[src/dcache_pkg.sv]
// Geometry of the L1 data cache and the types that carry its widths
package dcache_pkg;

	// Four ways of thirty-two sets, each line sixty-four bytes wide
	localparam int way_numb   = 4;
	localparam int set_numb   = 32;
	localparam int line_bytes = 64;

	// The address is split into tag, set index and byte offset
	localparam int addr_w   = 32;
	localparam int offset_w = $clog2(line_bytes);
	localparam int index_w  = $clog2(set_numb);
	localparam int tag_w    = addr_w - index_w - offset_w;

	typedef logic [$clog2(way_numb)-1:0] way_idx_t;
	typedef logic [index_w-1:0]          set_idx_t;
	typedef logic [tag_w-1:0]            tag_t;
	typedef logic [offset_w-1:0]         offset_t;

	// A full cache line and its byte enables
	typedef logic [line_bytes*8-1:0] line_t;
	typedef logic [line_bytes-1:0]   byte_mask_t;

	// One bit per way, used for the tag match vector
	typedef logic [way_numb-1:0] way_mask_t;

	// The data bank is addressed by the set with the way below it
	typedef logic [index_w+$bits(way_idx_t)-1:0] bank_addr_t;

	// Tag sits in the upper bits, offset in the lower ones
	typedef struct packed {
		tag_t     tag;
		set_idx_t index;
		offset_t  offset;
	} dcache_address_t;

endpackage

[src/lsu_pkg.sv]
// Requests, way state, controller commands and results of the load/store pipe
package lsu_pkg;

	localparam int thread_numb = 8;

	typedef logic [$clog2(thread_numb)-1:0] thread_id_t;

	// Request handed over by the tag stage
	typedef struct packed {
		logic                        valid;
		thread_id_t                  thread_id;
		logic                        is_load;
		dcache_pkg::dcache_address_t address;
		dcache_pkg::line_t           store_value;
		dcache_pkg::byte_mask_t      store_mask;
	} ldst2_req_t;

	// Tag and privileges of one way in the addressed set
	typedef struct packed {
		dcache_pkg::tag_t tag;
		logic             can_read;
		logic             can_write;
	} way_state_t;

	typedef way_state_t [dcache_pkg::way_numb-1:0] way_state_array_t;

	// Controller command whose line and set travel on the request's fields
	typedef struct packed {
		logic                 data_valid;
		logic                 evict;
		dcache_pkg::way_idx_t way;
	} cc_update_t;

	// Controller read of any line through the second bank port
	typedef struct packed {
		logic                 valid;
		dcache_pkg::set_idx_t set;
		dcache_pkg::way_idx_t way;
	} snoop_req_t;

	// What the stage does with the current cycle
	typedef enum logic [2:0] {
		idle,
		load_hit,
		load_miss,
		store_hit,
		store_miss,
		data_update,
		replacement
	} access_kind_t;

	// Registered outcome towards writeback and the cache controller
	typedef struct packed {
		logic                        valid;
		logic                        miss;
		logic                        evict;
		thread_id_t                  thread_id;
		dcache_pkg::dcache_address_t address;
		dcache_pkg::byte_mask_t      store_mask;
	} ldst3_result_t;

endpackage

[src/hit_miss_unit.sv]
`timescale 1ns/1ns

module hit_miss_unit (
	input  lsu_pkg::ldst2_req_t       ldst2,
	input  lsu_pkg::way_state_array_t way_state,
	input  lsu_pkg::cc_update_t       cc_update,
	output lsu_pkg::access_kind_t     kind,
	output dcache_pkg::way_idx_t      hit_way,
	output logic                      lru_update_en,
	output dcache_pkg::way_idx_t      lru_way,
	output dcache_pkg::set_idx_t      lru_set
);

	import dcache_pkg::*;
	import lsu_pkg::*;

	way_mask_t way_match;
	logic      is_hit;
	logic      way_can_read;
	logic      way_can_write;

	// A way matches on an equal tag, but only if it grants some access
	always_comb begin
		for (int w = 0; w < way_numb; w++) begin
			way_match[w] = (way_state[w].tag == ldst2.address.tag) &&
				(way_state[w].can_read || way_state[w].can_write);
		end
	end

	// Walk down so that the lowest matching way is the one kept
	always_comb begin
		hit_way = '0;
		for (int w = way_numb - 1; w >= 0; w--) begin
			if (way_match[w])
				hit_way = way_idx_t'(w);
		end
	end

	assign is_hit = |way_match;

	// Privileges of the chosen way decide between hit and miss
	assign way_can_read  = way_state[hit_way].can_read;
	assign way_can_write = way_state[hit_way].can_write;

	// A request has priority over a controller command in the same cycle
	always_comb begin
		kind = idle;
		if (ldst2.valid) begin
			if (ldst2.is_load)
				kind = (is_hit && way_can_read) ? load_hit : load_miss;
			else
				kind = (is_hit && way_can_write) ? store_hit : store_miss;
		end else if (cc_update.data_valid) begin
			// The evict flag turns a plain fill into a replacement
			kind = cc_update.evict ? replacement : data_update;
		end
	end

	// Only hits touch the LRU state of the set
	assign lru_update_en = (kind == load_hit) || (kind == store_hit);
	assign lru_way       = hit_way;
	assign lru_set       = ldst2.address.index;

endmodule

[config.mk]
export PLATFORM = sky130hd
export DESIGN_NAME = hit_miss_unit
export DESIGN_NICKNAME = d
export VERILOG_FILES = /design/src/dcache_pkg.sv /design/src/lsu_pkg.sv /design/src/hit_miss_unit.sv
export SDC_FILE = /design/constraint.sdc
export NUM_CORES = 1
export LEC_CHECK = 0
export ABC_AREA = 1
export CORE_AREA = 2 2 284 286
export DETAILED_ROUTE_END_ITERATION = 8
export DIE_AREA = 0 0 286 288
export DONT_BUFFER_PORTS = 1
export GPL_ROUTABILITY_DRIVEN = 0
export PLACE_DENSITY = 0.3
export SLEW_MARGIN = 0
export SYNTH_ARGS = -nofsm -noshare
export SYNTH_HDL_FRONTEND = slang
export SYNTH_SLANG_ARGS = --single-unit
[constraint.sdc]
create_clock -name vclk -period 1.4
set_input_delay 0 -clock vclk [all_inputs]
set_output_delay 0 -clock vclk [all_outputs]
set_load 0.02 [all_outputs]
### Word-level counts from Yosys, hierarchy flattened

Cells that the tools add are included.

* flip-flop bits (word level): 0
* input port bits: 709
* output and inout port bits: 13
* logic and storage cells: 31

* magnitude comparators: 1
* equality and inequality tests: 6
* muxes and demuxes: 12
* reduce and logical (&&, ||, !) cells: 12

Operators by type and width (number)
* == test 21 bit: 4
* binary-select mux 23 bit (select 2 bit): 1
* two-way mux 2 bit: 7
* two-way mux 3 bit: 4
* logical AND 1 bit: 6
* logical OR 1 bit: 5
* OR reduction 4 bit: 1
* == test 3 x 1 -> 1 bit, second input constant: 1
* == test 3 x 2 -> 1 bit, second input constant: 1
* less-than comparator 2 x 3 -> 1 bit, second input constant: 1

### Logic depth before layout (Yosys ltp)

* depth in word-level cells: 14
* gate-level depth with buffers: 18
* depth with buffers taken out: 17

### Least setup slack after synthesis

Ideal clock, no wire load.

* path kind: input port to output port
* start point: input port ldst2[607] (netlist bit)
* end point: output port lru_way[0]
* data arrival time: 1.563 ns
* required time: 1.400 ns
* setup slack: -0.163 ns
* cell stages on the path: 7
* buffers on the path: 2
* cell sequence: buf_4 -> xor2_1 -> or4_1 -> nor3_1 -> nand4_1 -> a21boi_1 -> buf_4

* cells in the longest elaborated chain, start to end: 6
* elaborated cells on any way between the ends: 12
* classes of those cells: eq/ne: 4; mux: 4; reduce/logical: 4

RTL lines
* from (decl): line hit_miss_unit.sv:4 `input lsu_pkg::ldst2_req_t ldst2,`
* == test 21 bit: line hit_miss_unit.sv:25 `way_match[w] = (way_state[w].tag == ldst2.address.tag) &&`
* logical AND 1 bit: line hit_miss_unit.sv:25
* two-way mux 2 bit (3 in a row): line hit_miss_unit.sv:34 `if (way_match[w])`
* two-way mux 2 bit (*): line hit_miss_unit.sv:34
* to (decl): line hit_miss_unit.sv:10 `output dcache_pkg::way_idx_t lru_way,`

Mark *: on every way between the ends. The rest lies on a longest branch, timed or not.

### Worst setup path in the final report

* start point: input port way_state[6] (netlist bit)
* end point: output port kind[0]

* cells in the longest elaborated chain, start to end: 9
* elaborated cells on any way between the ends: 12
* classes of those cells: eq/ne: 1; mux: 7; reduce/logical: 4

RTL lines
* from (decl): line hit_miss_unit.sv:5 `input lsu_pkg::way_state_array_t way_state,`
* == test 21 bit (*): line hit_miss_unit.sv:25
* logical AND 1 bit (*): line hit_miss_unit.sv:25
* two-way mux 2 bit: line hit_miss_unit.sv:34
* binary-select mux 23 bit (select 2 bit): line hit_miss_unit.sv:42, hit_miss_unit.sv:43
* two-way mux 2 bit (not written as such): line hit_miss_unit.sv:43 `assign way_can_write = way_state[hit_way].can_write;`
* logical AND 1 bit (on tied branches): line hit_miss_unit.sv:52, hit_miss_unit.sv:50
* two-way mux 3 bit or two-way mux 2 bit (tied branches): line hit_miss_unit.sv:52, hit_miss_unit.sv:50
* two-way mux 3 bit (*): line hit_miss_unit.sv:49 `if (ldst2.is_load)`
* two-way mux 3 bit (*): line hit_miss_unit.sv:48 `if (ldst2.valid) begin`
* to (decl): line hit_miss_unit.sv:7 `output lsu_pkg::access_kind_t kind,`

Mark *: on every way between the ends. The rest lies on a longest branch, timed or not. The select of a mux whose other input is x is not followed.

==> reports/qor.txt <==
fin nets: 1,378
Avg Vias per Cell: 2.14
Setup crit end kind: primary output
Total GRT Usage: 5.24%
Die Wd: 286 um
Post-Syn Area per Cell: 4.52 um2
Seq/Total Area, Yosys: 0%
first-pass GRT wire length: 29,900 um
initial core utilization: 2.93%
# rows: 104
Yosys warning count: 0
post-route ant nets: 0
largest family of logic cells by synthesized area: simple AND/OR/NAND/NOR gates
vias in the first global route: 3,896
post-synthesis adder-cell area fraction: 0%
share of synthesized cell area in and, or, nand and nor gates: 72.6%
Yosys top cell by area: nand2_1
Comb pwr share: 100.0%
critical path type: input pin to primary output
initial antenna violation count: 0
CP required: 1400 ps
synth unique cells: 33
Ports: 722
Netlist Area Pre-Place: 2330 um2
Max IR drop VDD: 118 uV
hold crit path type: input pin to primary output
die area: 82,400 um2
commonest non-fill, non-tap cell in the layout: nand2_1
Die Ht: 288 um
ranking of synthesized cells by area: nand2_1, nor2_1, inv_1
drt drc: 0
Final Hold Violating Endpoints: 0
routed len/inst: 12.9 um
Seq cells: 0
final setup violating endpoints: 8
Worst Max-Slew Pin Slew: 473 ps
CP arrival: 1550 ps
Synth Area in Compound Gates: 4.56%
RSZ-0062 raised after global routing: yes
layout cells sized above 1: 50.5%
IO Port Bufs: 0
final WL: 22,300 um
P_int: 0.618 mW
violated checks: setup timing
layout filler cell count: 9,536
fmax: 645 MHz
register area: 0 um2
syn_nets: 1,225
Core Region: 79,600 um2
Non-Filler Instances: 1,727
Clk network pwr share: 0%
largest fanout on the critical path: 3
via count: 3,689
Synth top area share: 35.3%
Post-Synth XOR/XNOR Area: 5.64%
Multi-input gate area: 2630 um2
crit share post-route: 111%
# diodes: 0
iteration count of the initial detailed-routing pass: 4
Placed Instances: 1,715
multiplexer area fraction after synthesis: 0%
MaxCap Viol Count: 0
Critical Path Start Type: input pin
Leak: 2.37 nW
largest net degree at the start of global routing: 8
outcome: finished, violations left
Psw: 0.629 mW
Final Max Tran Viols: 0
1st-iter DRT viols: 218
Slew headroom: 68.2%
DP HPWL: 20,700 um
most frequent cells in the layout: nand2_1, buf_4, inv_1, nor2_1, nand2_2
final setup TNS: -674 ps
grt total ovfl: 0
Post-CTS Hold Buffers: 0
final worst setup slack: -150 ps
cells after synthesis: 516
Clock Buffer Count: 0
CP startpoint: way_state[6]
Area Growth Syn to Fin: 143%
Power Density: 220 nW/um2
Sw Share: 50.4%
min Tclk post-route: 1550 ps
fin util: 7.12%
CP endpoint: kind[0]
Sequential Power Share: 0%
==> cells by family (layout without fill, tap and decap cells) <==
family | Yosys count | in the layout
simple gates | 386 | 386
xor+xnor | 15 | 15
compound gates | 16 | 16
buf+inv | 99 | 250
==> synthesized netlist by cell type, drive strengths merged, types with 2 or more instances <==
cell and n:
a2111oi 3, buf 8, and3 3, nand4 25, o2111ai 2, a21oi 2, or2 6, xnor2 7
nor3 12, nor2 77, o21ai 7, nand2 225, nor4 7, nand3 24, inv 90, nor3b 4
xor2 8
==> metrics by stage <==
stage / worst slack (ps) / cell area [um2] / hold WS (ps) / total power, mW
floorplan: -47.6 / 2340 / 113 / 0.490
global placement: -532 / 4750 / 0.137 / 1.02
detailed placement: -519 / 4750 / 0.137 / 1.00
CTS: -179 / 5340 / 0.137 / 1.16
global route: -268 / 5670 / 0.0562 / 1.37
finish: -150 / 5670 / 0.00881 / 1.25
==> cell type report <==
type,count,share of cell area (%)
multi-input cells,417,46.4
well taps,1060,23.4
inverters,91,7.88
repair buffers,159,22.3
==> worst min-delay path by stage <==
stage	depth (start not counted)	start	end	slack (ps)
after global placement	0	ldst2[586]	lru_set[4]	0.1
final	0	ldst2[584]	lru_set[2]	0.009
after global routing	0	ldst2[584]	lru_set[2]	0.06
after CTS	0	ldst2[586]	lru_set[4]	0.1
after detailed placement	0	ldst2[586]	lru_set[4]	0.1
after floorplan	1	ldst2[582]	lru_set[0]	110
==> metal layers <==
metal	vias to the layer above	wire, um	GRT usage [%]
met4	0	486	0.916
met5	-	0	0
met1	1650	8870	6.09
li1	1913	-	-
met2	116	10700	9.13
met3	10	2290	2.08
==> worst max-delay path, stage by stage <==
cell and delay (ps):
inv_1 60, nand2_2 130, nand2_4 70, a21oi_4 160, buf_6 120, nand2_2 60
nor2_4 100, nand3_2 90, nand2_4 130, buf_6 120, nor2_4 40, nand3_2 60
nand3_2 80, nand2_4 110, nand3_4 100, nand2_4 100
==> power by group through the flow <==
stage / combinational [mW] / sequential, mW / clock (mW)
detailed placement: 1.00 / 0 / 0
finish: 1.25 / 0 / 0
CTS: 1.16 / 0 / 0
floorplan: 0.490 / 0 / 0
global placement: 1.02 / 0 / 0
global route: 1.37 / 0 / 0
==> timing repair <==
action / 4_1_cts / 5_1_grt
gates resized for setup: 155 / 85
endpoints found under the setup margin: 8 / 8
pin swaps: 85 / 59
setup buffers: 12 / 2
(Power assumes the default switching activity.)
