File: config.mk
export PLATFORM = sky130hd
export DESIGN_NAME = data_port_mux
export DESIGN_NICKNAME = d
export VERILOG_FILES = /design/src/dcache_pkg.sv /design/src/lsu_pkg.sv /design/src/data_port_mux.sv
export SDC_FILE = /design/constraint.sdc
export NUM_CORES = 1
export LEC_CHECK = 0
export ABC_AREA = 1
export BUFFER_PORTS_ARGS = -buffer_cell sky130_fd_sc_hd__buf_2
export CAP_MARGIN = 20
export CELL_PAD_IN_SITES_DETAIL_PLACEMENT = 0
export CELL_PAD_IN_SITES_GLOBAL_PLACEMENT = 1
export CORE_AREA = 2 2 466 468
export DETAILED_ROUTE_END_ITERATION = 8
export DIE_AREA = 0 0 468 470
export GPL_TIMING_DRIVEN = 0
export PLACE_DENSITY = 0.37
export SLEW_MARGIN = 20
export SYNTH_ARGS = -nofsm -noshare
export SYNTH_HDL_FRONTEND = slang
export SYNTH_SLANG_ARGS = --single-unit
File: constraint.sdc
create_clock -name vclk -period 0.8
set_input_delay 0.04 -clock vclk [all_inputs]
set_output_delay 0.04 -clock vclk [all_outputs]
set_load 0.02 [all_outputs]
File: src/dcache_pkg.sv
// Geometry of the L1 data cache and the types that carry its widths
package dcache_pkg;

	// Four ways of thirty-two sets, each line sixty-four bytes wide
	localparam int way_numb   = 4;
	localparam int set_numb   = 32;
	localparam int line_bytes = 64;

	// The address is split into tag, set index and byte offset
	localparam int addr_w   = 32;
	localparam int offset_w = $clog2(line_bytes);
	localparam int index_w  = $clog2(set_numb);
	localparam int tag_w    = addr_w - index_w - offset_w;

	typedef logic [$clog2(way_numb)-1:0] way_idx_t;
	typedef logic [index_w-1:0]          set_idx_t;
	typedef logic [tag_w-1:0]            tag_t;
	typedef logic [offset_w-1:0]         offset_t;

	// A full cache line and its byte enables
	typedef logic [line_bytes*8-1:0] line_t;
	typedef logic [line_bytes-1:0]   byte_mask_t;

	// One bit per way, used for the tag match vector
	typedef logic [way_numb-1:0] way_mask_t;

	// The data bank is addressed by the set with the way below it
	typedef logic [index_w+$bits(way_idx_t)-1:0] bank_addr_t;

	// Tag sits in the upper bits, offset in the lower ones
	typedef struct packed {
		tag_t     tag;
		set_idx_t index;
		offset_t  offset;
	} dcache_address_t;

endpackage

File: src/lsu_pkg.sv
// Requests, way state, controller commands and results of the load/store pipe
package lsu_pkg;

	localparam int thread_numb = 8;

	typedef logic [$clog2(thread_numb)-1:0] thread_id_t;

	// Request handed over by the tag stage
	typedef struct packed {
		logic                        valid;
		thread_id_t                  thread_id;
		logic                        is_load;
		dcache_pkg::dcache_address_t address;
		dcache_pkg::line_t           store_value;
		dcache_pkg::byte_mask_t      store_mask;
	} ldst2_req_t;

	// Tag and privileges of one way in the addressed set
	typedef struct packed {
		dcache_pkg::tag_t tag;
		logic             can_read;
		logic             can_write;
	} way_state_t;

	typedef way_state_t [dcache_pkg::way_numb-1:0] way_state_array_t;

	// Controller command whose line and set travel on the request's fields
	typedef struct packed {
		logic                 data_valid;
		logic                 evict;
		dcache_pkg::way_idx_t way;
	} cc_update_t;

	// Controller read of any line through the second bank port
	typedef struct packed {
		logic                 valid;
		dcache_pkg::set_idx_t set;
		dcache_pkg::way_idx_t way;
	} snoop_req_t;

	// What the stage does with the current cycle
	typedef enum logic [2:0] {
		idle,
		load_hit,
		load_miss,
		store_hit,
		store_miss,
		data_update,
		replacement
	} access_kind_t;

	// Registered outcome towards writeback and the cache controller
	typedef struct packed {
		logic                        valid;
		logic                        miss;
		logic                        evict;
		thread_id_t                  thread_id;
		dcache_pkg::dcache_address_t address;
		dcache_pkg::byte_mask_t      store_mask;
	} ldst3_result_t;

endpackage

File: src/data_port_mux.sv
`timescale 1ns/1ns

module data_port_mux (
	input  lsu_pkg::ldst2_req_t    ldst2,
	input  lsu_pkg::cc_update_t    cc_update,
	input  lsu_pkg::access_kind_t  kind,
	input  dcache_pkg::way_idx_t   hit_way,
	output logic                   rd_en,
	output dcache_pkg::bank_addr_t rd_addr,
	output dcache_pkg::byte_mask_t wr_en,
	output dcache_pkg::bank_addr_t wr_addr,
	output dcache_pkg::line_t      wr_data
);

	import dcache_pkg::*;
	import lsu_pkg::*;

	bank_addr_t hit_line;
	bank_addr_t cmd_line;

	// Requests address the way that hit, commands the way they carry
	assign hit_line = {ldst2.address.index, hit_way};
	assign cmd_line = {ldst2.address.index, cc_update.way};

	// Stores and controller fills both take their bytes from store_value
	assign wr_data = ldst2.store_value;

	always_comb begin
		rd_en   = 1'b0;
		rd_addr = hit_line;
		wr_en   = '0;
		wr_addr = hit_line;
		case (kind)
			load_hit: begin
				rd_en = 1'b1;
			end
			store_hit: begin
				// Only the bytes selected by the store mask change
				wr_en = ldst2.store_mask;
			end
			data_update: begin
				// A fill always replaces the whole line
				wr_en   = '1;
				wr_addr = cmd_line;
			end
			replacement: begin
				// The victim is read and the new line written in one cycle
				// since port one returns the old contents
				rd_en   = 1'b1;
				rd_addr = cmd_line;
				wr_en   = '1;
				wr_addr = cmd_line;
			end
			default: begin
				// Misses and idle cycles leave the bank alone
				rd_en = 1'b0;
			end
		endcase
	end

endmodule

; Word-level counts from Yosys, hierarchy flattened
; Index checks and enable logic that the tools add are counted.
[word_totals]
in_bits = 622
wordCells = 10
output_inout_bits = 591
regBits = 0
[classes]
muxes = 4
n_reduce_logical = 2
n_eq_ne = 4
[op_table]
columns = operator, n
row1 = $pmux W64 S2, 1
row2 = $eq A3 B3 Y1 const B, 2
row3 = $mux W2, 2
row4 = $reduce_or A2 Y1, 2
row5 = $eq A3 B1 Y1 const B, 1
row6 = $eq A3 B2 Y1 const B, 1
row7 = $mux W1, 1

; Depth between registers and ports, before layout
; Gate-level depths: netlist (run 1).
[depth]
word_depth = 3
depth_mapped = 6
mapped_depth_nobuf = 5

; Worst setup path after synthesis (run 1)
; Ideal clock, no wire load.
[synth_path]
path_kind = input-to-output
startpoint = input port kind[2]
endpoint = output port rd_en
required_time_ps = 760
path_buffers = 2
slack_ps = 118
path_stages = 5
arrival_ps = 642
path_cell_list = inv_2 buf_2 buf_2 nand3_1 nand2_1
[synth_via]
elab_chain_cells = 3
word_cells_on_any_way = 4
classes_between = eq/ne: 2 / mux: 1 / reduce/logical: 1
[synth_lines]
columns = item, line_no
row1 = start: declaration, data_port_mux.sv:6  ; input lsu_pkg::access_kind_t kind,
row2 = $eq A3 B3 Y1 / $eq A3 B1 Y1 (equally long branches), data_port_mux.sv:33  ; case (kind)
row3 = $reduce_or A2 Y1 (no source line) (*), -
row4 = $mux W1 (*), data_port_mux.sv:33
row5 = end: declaration, data_port_mux.sv:8  ; output logic rd_en,
; Mark *: on every way between the ends. The rest lies on a longest branch, timed or not.

; Worst setup path after layout (run 1)
[layout_path]
startpoint = input port kind[2]
endpoint = output port wr_en[15]
[layout_via]
elab_chain_cells = 3
word_cells_on_any_way = 5
classes_between = eq/ne: 3 / mux: 1 / reduce/logical: 1
[layout_lines]
columns = item, line_no
row1 = $eq A3 B3 Y1, data_port_mux.sv:33
row2 = $reduce_or A2 Y1 (no source line), -
row3 = $pmux W64 S2 (*), data_port_mux.sv:33
row4 = end: declaration, data_port_mux.sv:10  ; output dcache_pkg::byte_mask_t wr_en,
; Marked as above.

==> flow_summary.json, run 1 <==
{
  "path_buf_inv": 5,
  "power_mw": 9.532,
  "hold_end": "wr_data[279]",
  "drcViolationCount": 0,
  "seq_cells": 0,
  "cp_data_required_time_ns": 0.76,
  "crit_type": "in -> out",
  "netlist_area_sq_um": 5061,
  "final_net_count": 2002,
  "wl_per_cell_microns": 31.22,
  "rows": 171,
  "final_hold_viol_count": 0,
  "clock_buffers": 0,
  "ir_drop_v": 0.0001724,
  "ys_types": 16,
  "period_minus_slack_ns": 1.188,
  "status": "finished with violations",
  "slew_headroom_pct": 74.89,
  "maxSlewViolCount": 0,
  "synth_common_cells": "523 x buf_4, 64 x nand4_1, 60 x nand2_2",
  "yosys_warnings": 0,
  "synthesis.instances": 698,
  "die_width_microns": 468,
  "drt_wl_total_microns": 132300,
  "cts_hold_buffers": 0,
  "synth_nets": 1320,
  "grt_max_degree": 11,
  "core_sq_um": 215700,
  "hold_depth": 2,
  "finalSetupViolations": 69,
  "hold_start": "ldst2[343]",
  "grt_overflow": 0,
  "die_y_microns": 470,
  "ys_seq_area_share_pct": 0,
  "yosysMostFrequentCell": "buf_4",
  "leakage_nw": 6.034,
  "dieArea_sq_um": 220000,
  "first_pass_iters": 4,
  "synth_area_leader_cell": "buf_4",
  "drive_above_1_share_pct": 94.48,
  "synth.area.top_cells": "buf_4 78%, nand4_1 7.9%, nand2_2 7.4%",
  "crit_top_cell": "buf_8",
  "place_congestion": 0.9390,
  "hpwl_microns": 128300,
  "crit_chain": "buf_8 -> inv_6 -> buf_12 -> buf_8 -> nand4_1 -> nand2_2 -> buf_8",
  "final_util_pct": 5.893,
  "regArea_sq_um": 0,
  "io_pins": 1213,
  "antenna_found_initial": 128,
  "cap_violations": 0,
  "crit_arrival_ns": 1.15,
  "max_slew.worst_pin.slew_ns": 0.3755,
  "grt_usage_pct": 11.34,
  "grt_pass1_vias": 7552,
  "portBuffers": 662,
  "setup_ws_ns": -0.3876,
  "start_kind": "input pin",
  "vias": 7678,
  "worst_setup_path_end_kind": "primary output",
  "drtAntennaViolNets": 0,
  "p_per_area_nw_per_um2": 750.0,
  "slowest_delay_ns": 0.30,
  "violations": "negative setup slack",
  "hp-class": "in -> out",
  "period_share_pct": 148.5,
  "grt_first_pass_wirelength_microns": 145300,
  "initial_core_util_pct": 2.347,
  "syn2layout_area_growth_pct": 151.1,
  "rsz0062_at_grt": "true",
  "cp_slowest_cell": "nand4_1",
  "drt-vias-per-instance": 1.812,
  "synth_top_area_share_pct": 77.58,
  "cp_top_family": "buffers and inverters",
  "avgSynthCellArea_sq_um": 7.251,
  "drt_iter0_markers": 308,
  "fmax_mhz": 842.0,
  "critPathMaxFanout": 7
}
layout make-up:
type / instances / area [sq um]
repair buffers: 680 / 3845
diodes: 6 / 15.01
inverters: 6 / 51.30
fillers: 25660 / 203000
multi-input cells: 143 / 924.6
well taps: 2854 / 3571
plain buffers: 549 / 4303
cell families (layout without fill, tap and decap cells):
| kind of cell | Yosys count | after routing | synth area share [%] |
|---|---|---|---|
| buffers and inverters | 555 | 1235 | 82.60 |
| and+or+nand+nor | 141 | 141 | 17.21 |
| other | 0 | 6 | 0 |
| AOI/OAI and AO/OA | 2 | 2 | 0.1978 |
power by group:
part	switching (mW)	internal (mW)	total, mW
logic	6.02	3.51	9.53
registers	0	0	0
clock network	0	0.00000103	0.00000103
total	6.02	3.51	9.53
placed cells by master (no fill, tap or decap), drive strengths merged:
| master | count |
|---|---|
| nand3 | 5 |
| inv | 6 |
| clkbuf | 6 |
| o21ai | 2 |
| diode | 6 |
| nand2 | 72 |
| buf | 1223 |
| nand4 | 64 |
stage by stage:
step	setup WS, ns	cell area (sq um)	setup TNS [ns]	instances	hold WS (ns)
floorplan	0.1177	5061	0	698	0.1926
global placement	-1.165	11950	-50.20	4214	0.2998
detailed placement	-1.167	11950	-50.16	4214	0.2973
CTS	-0.4765	12550	-22.06	4231	0.2971
global route	-0.4348	12700	-21.31	4236	0.3004
finish	-0.3876	12710	-19.25	4238	0.2971
routing by layer:
metal  wire (microns)  vias to the layer above  share of wire (%)  track usage (%)
met3            28650                      264                 22            10.93
met5               71                        -              0.054                0
li1                 -                     3049                  -                -
met4             2946                       10                2.2           0.9022
met1            37690                     3306                 28            9.343
met2            62980                     1049                 48            20.07
timing repair:
item                                    in CTS  in global routing
endpoints found under the setup margin      69                 69
resized for setup                          121                 48
pin swaps                                   15                  8
buffers inserted                            15                  2
cloned                                       2                  1
how the worst max path moves through the flow:
stage | depth (start not counted) | end | from
2_1_floorplan | 5 | rd_en | kind[2]
3_3_place_gp | 7 | wr_en[13] | kind[2]
3_5_place_dp | 7 | wr_en[13] | kind[2]
4_1_cts | 7 | wr_en[13] | kind[2]
5_1_grt | 7 | wr_en[13] | kind[2]
6_report | 7 | wr_en[15] | kind[2]
Power figures use the tool's default switching activity.
==> run 2: changes to the inputs <==
--- a/config.mk
+++ b/config.mk
@@ -15,6 +15,7 @@
 export DIE_AREA = 0 0 468 470
 export GPL_TIMING_DRIVEN = 0
 export PLACE_DENSITY = 0.37
+export SETUP_SLACK_MARGIN = 0.5
 export SLEW_MARGIN = 20
 export SYNTH_ARGS = -nofsm -noshare
 export SYNTH_HDL_FRONTEND = slang
==> run 2 against run 1 <==
Against the previous run: the flow still finishes with violations (negative setup slack); maximum frequency grew 14%; non-clock buffer count shrank 3; sequential share of layout area unchanged; final cell count rose by 0.59%; cell area grew 28%; first-iteration DRC count down 8.4%; wire length rose by 1.2%; combinational power is 23% higher; largest power group unchanged; critical path depth is 1 lower; global-route usage increased by 0.17 points; power is 23% higher; via count decreased by 2.0%.
==> flow_summary.json, run 2 (synthesis gave the netlist of run 1 again) <==
{
  "drcViolationCount": 0,
  "status": "finished with violations",
  "place_congestion": 0.9218,
  "drt_iter0_markers": 282,
  "die_y_microns": 470,
  "power_frac_comb_pct": 100.0,
  "hpwl_microns": 129600,
  "critPathMaxFanout": 10,
  "crit_type": "in -> out",
  "busiest_layer": "met2",
  "seq_cells": 0,
  "die_width_microns": 468,
  "crit_arrival_ns": 1.00,
  "drt_wl_total_microns": 133900,
  "grt_overflow": 0,
  "io_pins": 1213,
  "worstSetupStartpoint": "kind[0]",
  "grt.met3_usage_pct": 10.31,
  "grtUsageMet1_pct": 9.075,
  "antenna_found_initial": 91,
  "rows": 171,
  "cts_hold_buffers": 0,
  "switching_share_pct": 53.82,
  "drive_above_1_share_pct": 94.69,
  "max_slew.worst_pin.slew_ns": 0.2999,
  "portBuffers": 662,
  "path_buf_inv": 4,
  "layout_common_cells": "414 x buf_2, 364 x buf_4, 207 x buf_6",
  "crit_chain": "buf_8 -> buf_12 -> buf_6 -> nand4_1 -> nand2_2 -> buf_6",
  "drt-vias-per-instance": 1.766,
  "dieArea_sq_um": 220000,
  "final_net_count": 2000,
  "start_kind": "input pin",
  "syn2layout_area_growth_pct": 221.5,
  "slowest_delay_ns": 0.20,
  "fin_setup_tns_ns": -12.32,
  "grt_pass1_vias": 7659,
  "p_int_mw": 5.415,
  "period_minus_slack_ns": 1.038,
  "grt_max_degree": 11,
  "p_per_area_nw_per_um2": 720.7,
  "initial_core_util_pct": 2.347,
  "maxSlewViolCount": 0,
  "final_util_pct": 7.544,
  "final_hold_viol_count": 0,
  "final_common_cell": "buf_2",
  "finalSetupViolations": 69,
  "violations": "negative setup slack",
  "post-place-ws_ns": -0.8285,
  "wl_per_cell_microns": 31.41,
  "grt_usage_pct": 11.51,
  "cp_top_family": "buffers and inverters",
  "clock_buffers": 0,
  "setup_ws_ns": -0.2382,
  "cap_violations": 0,
  "worst_setup_path_end_kind": "primary output",
  "grt_first_pass_wirelength_microns": 147200,
  "crit_top_cell": "buf_6",
  "rsz0062_at_grt": "true",
  "period_share_pct": 129.8,
  "cp_data_required_time_ns": 0.76,
  "p_seq_share_pct": 0,
  "regArea_sq_um": 0,
  "grt.met2_usage_pct": 21.34,
  "hp-class": "in -> out",
  "hold_start": "ldst2[242]",
  "clockPowerShare_pct": 0,
  "vias": 7528,
  "first_pass_iters": 4,
  "cp_slowest_cell": "nand4_1",
  "leakage_nw": 7.232,
  "ir_drop_v": 0.0001759,
  "drtAntennaViolNets": 0,
  "slew_headroom_pct": 80.14,
  "p_sw_mw": 6.310,
  "core_sq_um": 215700,
  "fmax_mhz": 963.2,
  "power_mw": 11.73
}
-- run 2: changes by cell type in the layout (fill, tap and decap cells not counted), sizes merged --
cell / before / now
bufbuf: 0 / 1
diode: 6 / 33
clkbuf: 6 / 4
buf: 1223 / 1221
clkinv: 0 / 1
-- run 2: repair_timing --
item	4_1_cts	5_1_grt
resized for setup	510	642
setup buffers	9	1
gates cloned	4	2
endpoints found under the hold margin	0	0
pin swaps	20	6
endpoints found under the setup margin	591	591
-- run 2: cell type report --
type	count	area, sq um
Inverter	6	68.82
Multi-Input combinational cell	143	1005
Timing Repair Buffer	677	6521
Tap cell	2854	3571
Antenna cell	33	82.58
Fill cell	25360	199400
Buffer	549	5011
Timing Repair inverter	1	11.26
-- run 2: power by group through the flow --
stage	clock (mW)	combinational [mW]	sequential, mW
global placement	0	9.30	0
detailed placement	0	9.28	0
CTS	0	10.8	0
global route	0.00000152	12.5	0
floorplan	0	4.84	0
finish	0.00000620	11.7	0
-- run 2: final timing paths --
kind,end,slack (ns),cells past startpoint
worst min-delay path,wr_data[178],0.27,2
worst max-delay path,wr_en[8],-0.24,6
-- run 2: metal layers --
layer	part of all wire, %	wire length [microns]
met5	0.056	75
met3	21	28610
met4	2.2	2896
met2	50	67420
met1	26	34900
-- run 2: metrics by stage --
| step | std cells | hold WS (ns) | area (sq um) |
|---|---|---|---|
| 6_report | 4263 | 0.2683 | 16270 |
| 3_5_place_dp | 4214 | 0.2972 | 12090 |
| 5_1_grt | 4239 | 0.2834 | 16210 |
| 3_3_place_gp | 4214 | 0.2998 | 12090 |
| 4_1_cts | 4227 | 0.2858 | 14140 |
| 2_1_floorplan | 698 | 0.1926 | 5206 |
==> run 3: changes to the inputs <==
--- a/config.mk
+++ b/config.mk
@@ -5,16 +5,15 @@
 export SDC_FILE = /design/constraint.sdc
 export NUM_CORES = 1
 export LEC_CHECK = 0
-export ABC_AREA = 1
 export BUFFER_PORTS_ARGS = -buffer_cell sky130_fd_sc_hd__buf_2
 export CAP_MARGIN = 20
-export CELL_PAD_IN_SITES_DETAIL_PLACEMENT = 0
-export CELL_PAD_IN_SITES_GLOBAL_PLACEMENT = 1
-export CORE_AREA = 2 2 466 468
+export CELL_PAD_IN_SITES_DETAIL_PLACEMENT = 2
+export CELL_PAD_IN_SITES_GLOBAL_PLACEMENT = 2
+export CORE_AREA = 3 3 465 467
 export DETAILED_ROUTE_END_ITERATION = 8
 export DIE_AREA = 0 0 468 470
 export GPL_TIMING_DRIVEN = 0
-export PLACE_DENSITY = 0.37
+export PLACE_DENSITY = 0.45
 export SETUP_SLACK_MARGIN = 0.5
 export SLEW_MARGIN = 20
 export SYNTH_ARGS = -nofsm -noshare
==> run 3 against run 2 <==
Against the previous run: non-clock buffer count is 8 lower; maximum frequency fell by 21%; highest routed layer unchanged; power up 7.7%; largest cell class unchanged; worst hold slack barely moved; sequential share of layout area is the same; setup slack lost 0.28 ns; critical path depth rose by 2; via count decreased by 8.9%; count of clock-buffer cells in the layout unchanged; the flow still finishes with violations (negative setup slack); global-route usage increased by 1.2 points; die area stayed put; core utilization up 0.70 points.
==> flow_summary.json, run 3 <==
{
  "hpwl_microns": 144800,
  "setup_ws_ns": -0.5183,
  "hp-class": "in -> out",
  "p_seq_share_pct": 0,
  "die_y_microns": 470,
  "switching_share_pct": 50.39,
  "period_share_pct": 164.8,
  "yosysMostFrequentCell": "buf_4",
  "p_sw_mw": 6.362,
  "violations": "negative setup slack",
  "dpl_cell_area_sq_um": 11750,
  "finalSetupViolations": 69,
  "cp_slowest_cell": "mux2_4",
  "initial_core_util_pct": 2.154,
  "crit_chain": "buf_8 -> nand2b_4 -> a21boi_4 -> buf_12 -> buf_12 -> buf_12 -> mux2_4 -> buf_6",
  "start_kind": "input pin",
  "final_util_pct": 8.242,
  "cap_violations": 0,
  "p_int_mw": 6.263,
  "core_sq_um": 212100,
  "worstSetupStartpoint": "kind[0]",
  "crit_arrival_ns": 1.28,
  "leakage_nw": 7.772,
  "netlist_area_sq_um": 4568,
  "synth_nets": 1232,
  "synth.area.top_cells": "buf_4 87%, a21o_1 11%, mux2_1 0.99%",
  "wl_per_cell_microns": 35.84,
  "max_slew.worst_pin.slew_ns": 0.2464,
  "portBuffers": 662,
  "ys_types": 10,
  "multi_input_area_sq_um": 920.9,
  "rows": 169,
  "top_layer": "met5",
  "regArea_sq_um": 0,
  "cp_data_required_time_ns": 0.76,
  "power_frac_comb_pct": 100.0,
  "critPathMaxFanout": 4,
  "ir_drop_v": 0.0001834,
  "grt_max_degree": 11,
  "dieArea_sq_um": 220000,
  "io_pins": 1213,
  "first_pass_iters": 5,
  "final_net_count": 1917,
  "drtAntennaViolNets": 0,
  "hold_start": "ldst2[392]",
  "place_congestion": 0.8934,
  "slew_headroom_pct": 83.69,
  "avgSynthCellArea_sq_um": 7.489,
  "layout_common_cells": "331 x buf_6, 306 x buf_2, 250 x buf_4",
  "numPlacedInstances": 4093,
  "yosys_warnings": 0,
  "design_area_sq_um": 17480,
  "crit_top_cell": "buf_12",
  "status": "finished with violations",
  "cts_hold_buffers": 0,
  "synth_top_area_share_pct": 86.61,
  "final_common_cell": "buf_6",
  "grt_overflow": 0,
  "grt_pass1_vias": 7353,
  "p_per_area_nw_per_um2": 722.3,
  "fmax_mhz": 758.5,
  "crit_type": "in -> out",
  "post-place-ws_ns": -0.8828,
  "seq_cells": 0,
  "ys_seq_area_share_pct": 0,
  "num-fill-cells": 24900,
  "wl_met2_microns": 74130,
  "drt-met1-wl_microns": 39060,
  "synth_common_cells": "527 x buf_4, 64 x a21o_1, 8 x buf_2",
  "grt_usage_pct": 12.68,
  "drive_above_1_share_pct": 98.07,
  "maxSlewViolCount": 0,
  "drt-vias-per-instance": 1.661,
  "wl_met3_microns": 31430,
  "clockPowerShare_pct": 0,
  "grt_first_pass_wirelength_microns": 161000,
  "syn2layout_area_growth_pct": 282.6,
  "worst_setup_path_end_kind": "primary output",
  "drt_iter0_markers": 210,
  "drcViolationCount": 0,
  "synth_area_leader_cell": "buf_4",
  "vias": 6858,
  "slowest_delay_ns": 0.31,
  "rsz0062_at_grt": "true",
  "synthesis.instances": 610,
  "antenna_found_initial": 59,
  "instances_no_fill": 4130,
  "drt_wl_total_microns": 148000,
  "critPathCapture": "wr_addr[0]",
  "final_hold_viol_count": 0,
  "clock_buffers": 0,
  "die_width_microns": 468,
  "period_minus_slack_ns": 1.318,
  "fin_setup_tns_ns": -28.29
}
## run 3: critical path, delay by kind of cell
kind	cells	cell delay, ns
buffers and inverters	5	0.60
AOI/OAI and AO/OA	1	0.18
muxes	1	0.31
and+or+nand+nor	1	0.14
## run 3: per-layer routing
| layer | GRT usage, % | vias up |
|---|---|---|
| met5 | 0 | - |
| met4 | 1.968 | 8 |
| met3 | 12.10 | 120 |
| met2 | 23.09 | 839 |
| met1 | 9.692 | 3127 |
| li1 | - | 2764 |
## run 3: repair_timing
action                                 CTS  global route
gates cloned                             1             6
setup endpoints to repair              591           591
endpoints found under the hold margin    0             0
gates resized for setup                743           911
setup buffers                           10             4
pin swaps                                3             1
## run 3: worst min-delay path by stage
stage                    to  slack, ns  depth (start not counted)
2_1_floorplan         rd_en       0.16                          1
3_3_place_gp     wr_addr[5]       0.30                          2
3_5_place_dp   wr_data[125]       0.30                          2
4_1_cts         wr_data[35]       0.29                          2
5_1_grt        wr_data[199]       0.28                          2
6_report       wr_data[328]       0.27                          2
## run 3: final cells by class
cell class	instances	area share, %
well taps	2821	20.19
plain buffers	535	29.56
multi-input cells	75	5.268
diodes	16	0.2291
repair buffers	683	44.75
## run 3: cell families (layout without fill, tap and decap cells)
logic type | after synthesis | count (layout) | share of synthesized area, %
buffers and inverters | 535 | 1218 | 87.48
AND/OR/NAND/NOR | 5 | 5 | 0.6574
other | 0 | 16 | 0
AO/OA/AOI/OAI | 66 | 66 | 10.87
multiplexers | 4 | 4 | 0.9860
## run 3: per-stage QoR
stage	hold WS [ns]	power, mW
2_1_floorplan	0.1635	4.718
3_3_place_gp	0.3002	9.365
3_5_place_dp	0.2989	9.372
4_1_cts	0.2867	11.32
5_1_grt	0.2786	13.47
6_report	0.2683	12.62
## run 3: power groups by stage
stage           clock [mW]  combinational (mW)  sequential, mW
3_3_place_gp             0                9.37               0
3_5_place_dp             0                9.37               0
4_1_cts                  0                11.3               0
6_report        0.00000276                12.6               0
2_1_floorplan            0                4.72               0
5_1_grt        0.000000857                13.5               0
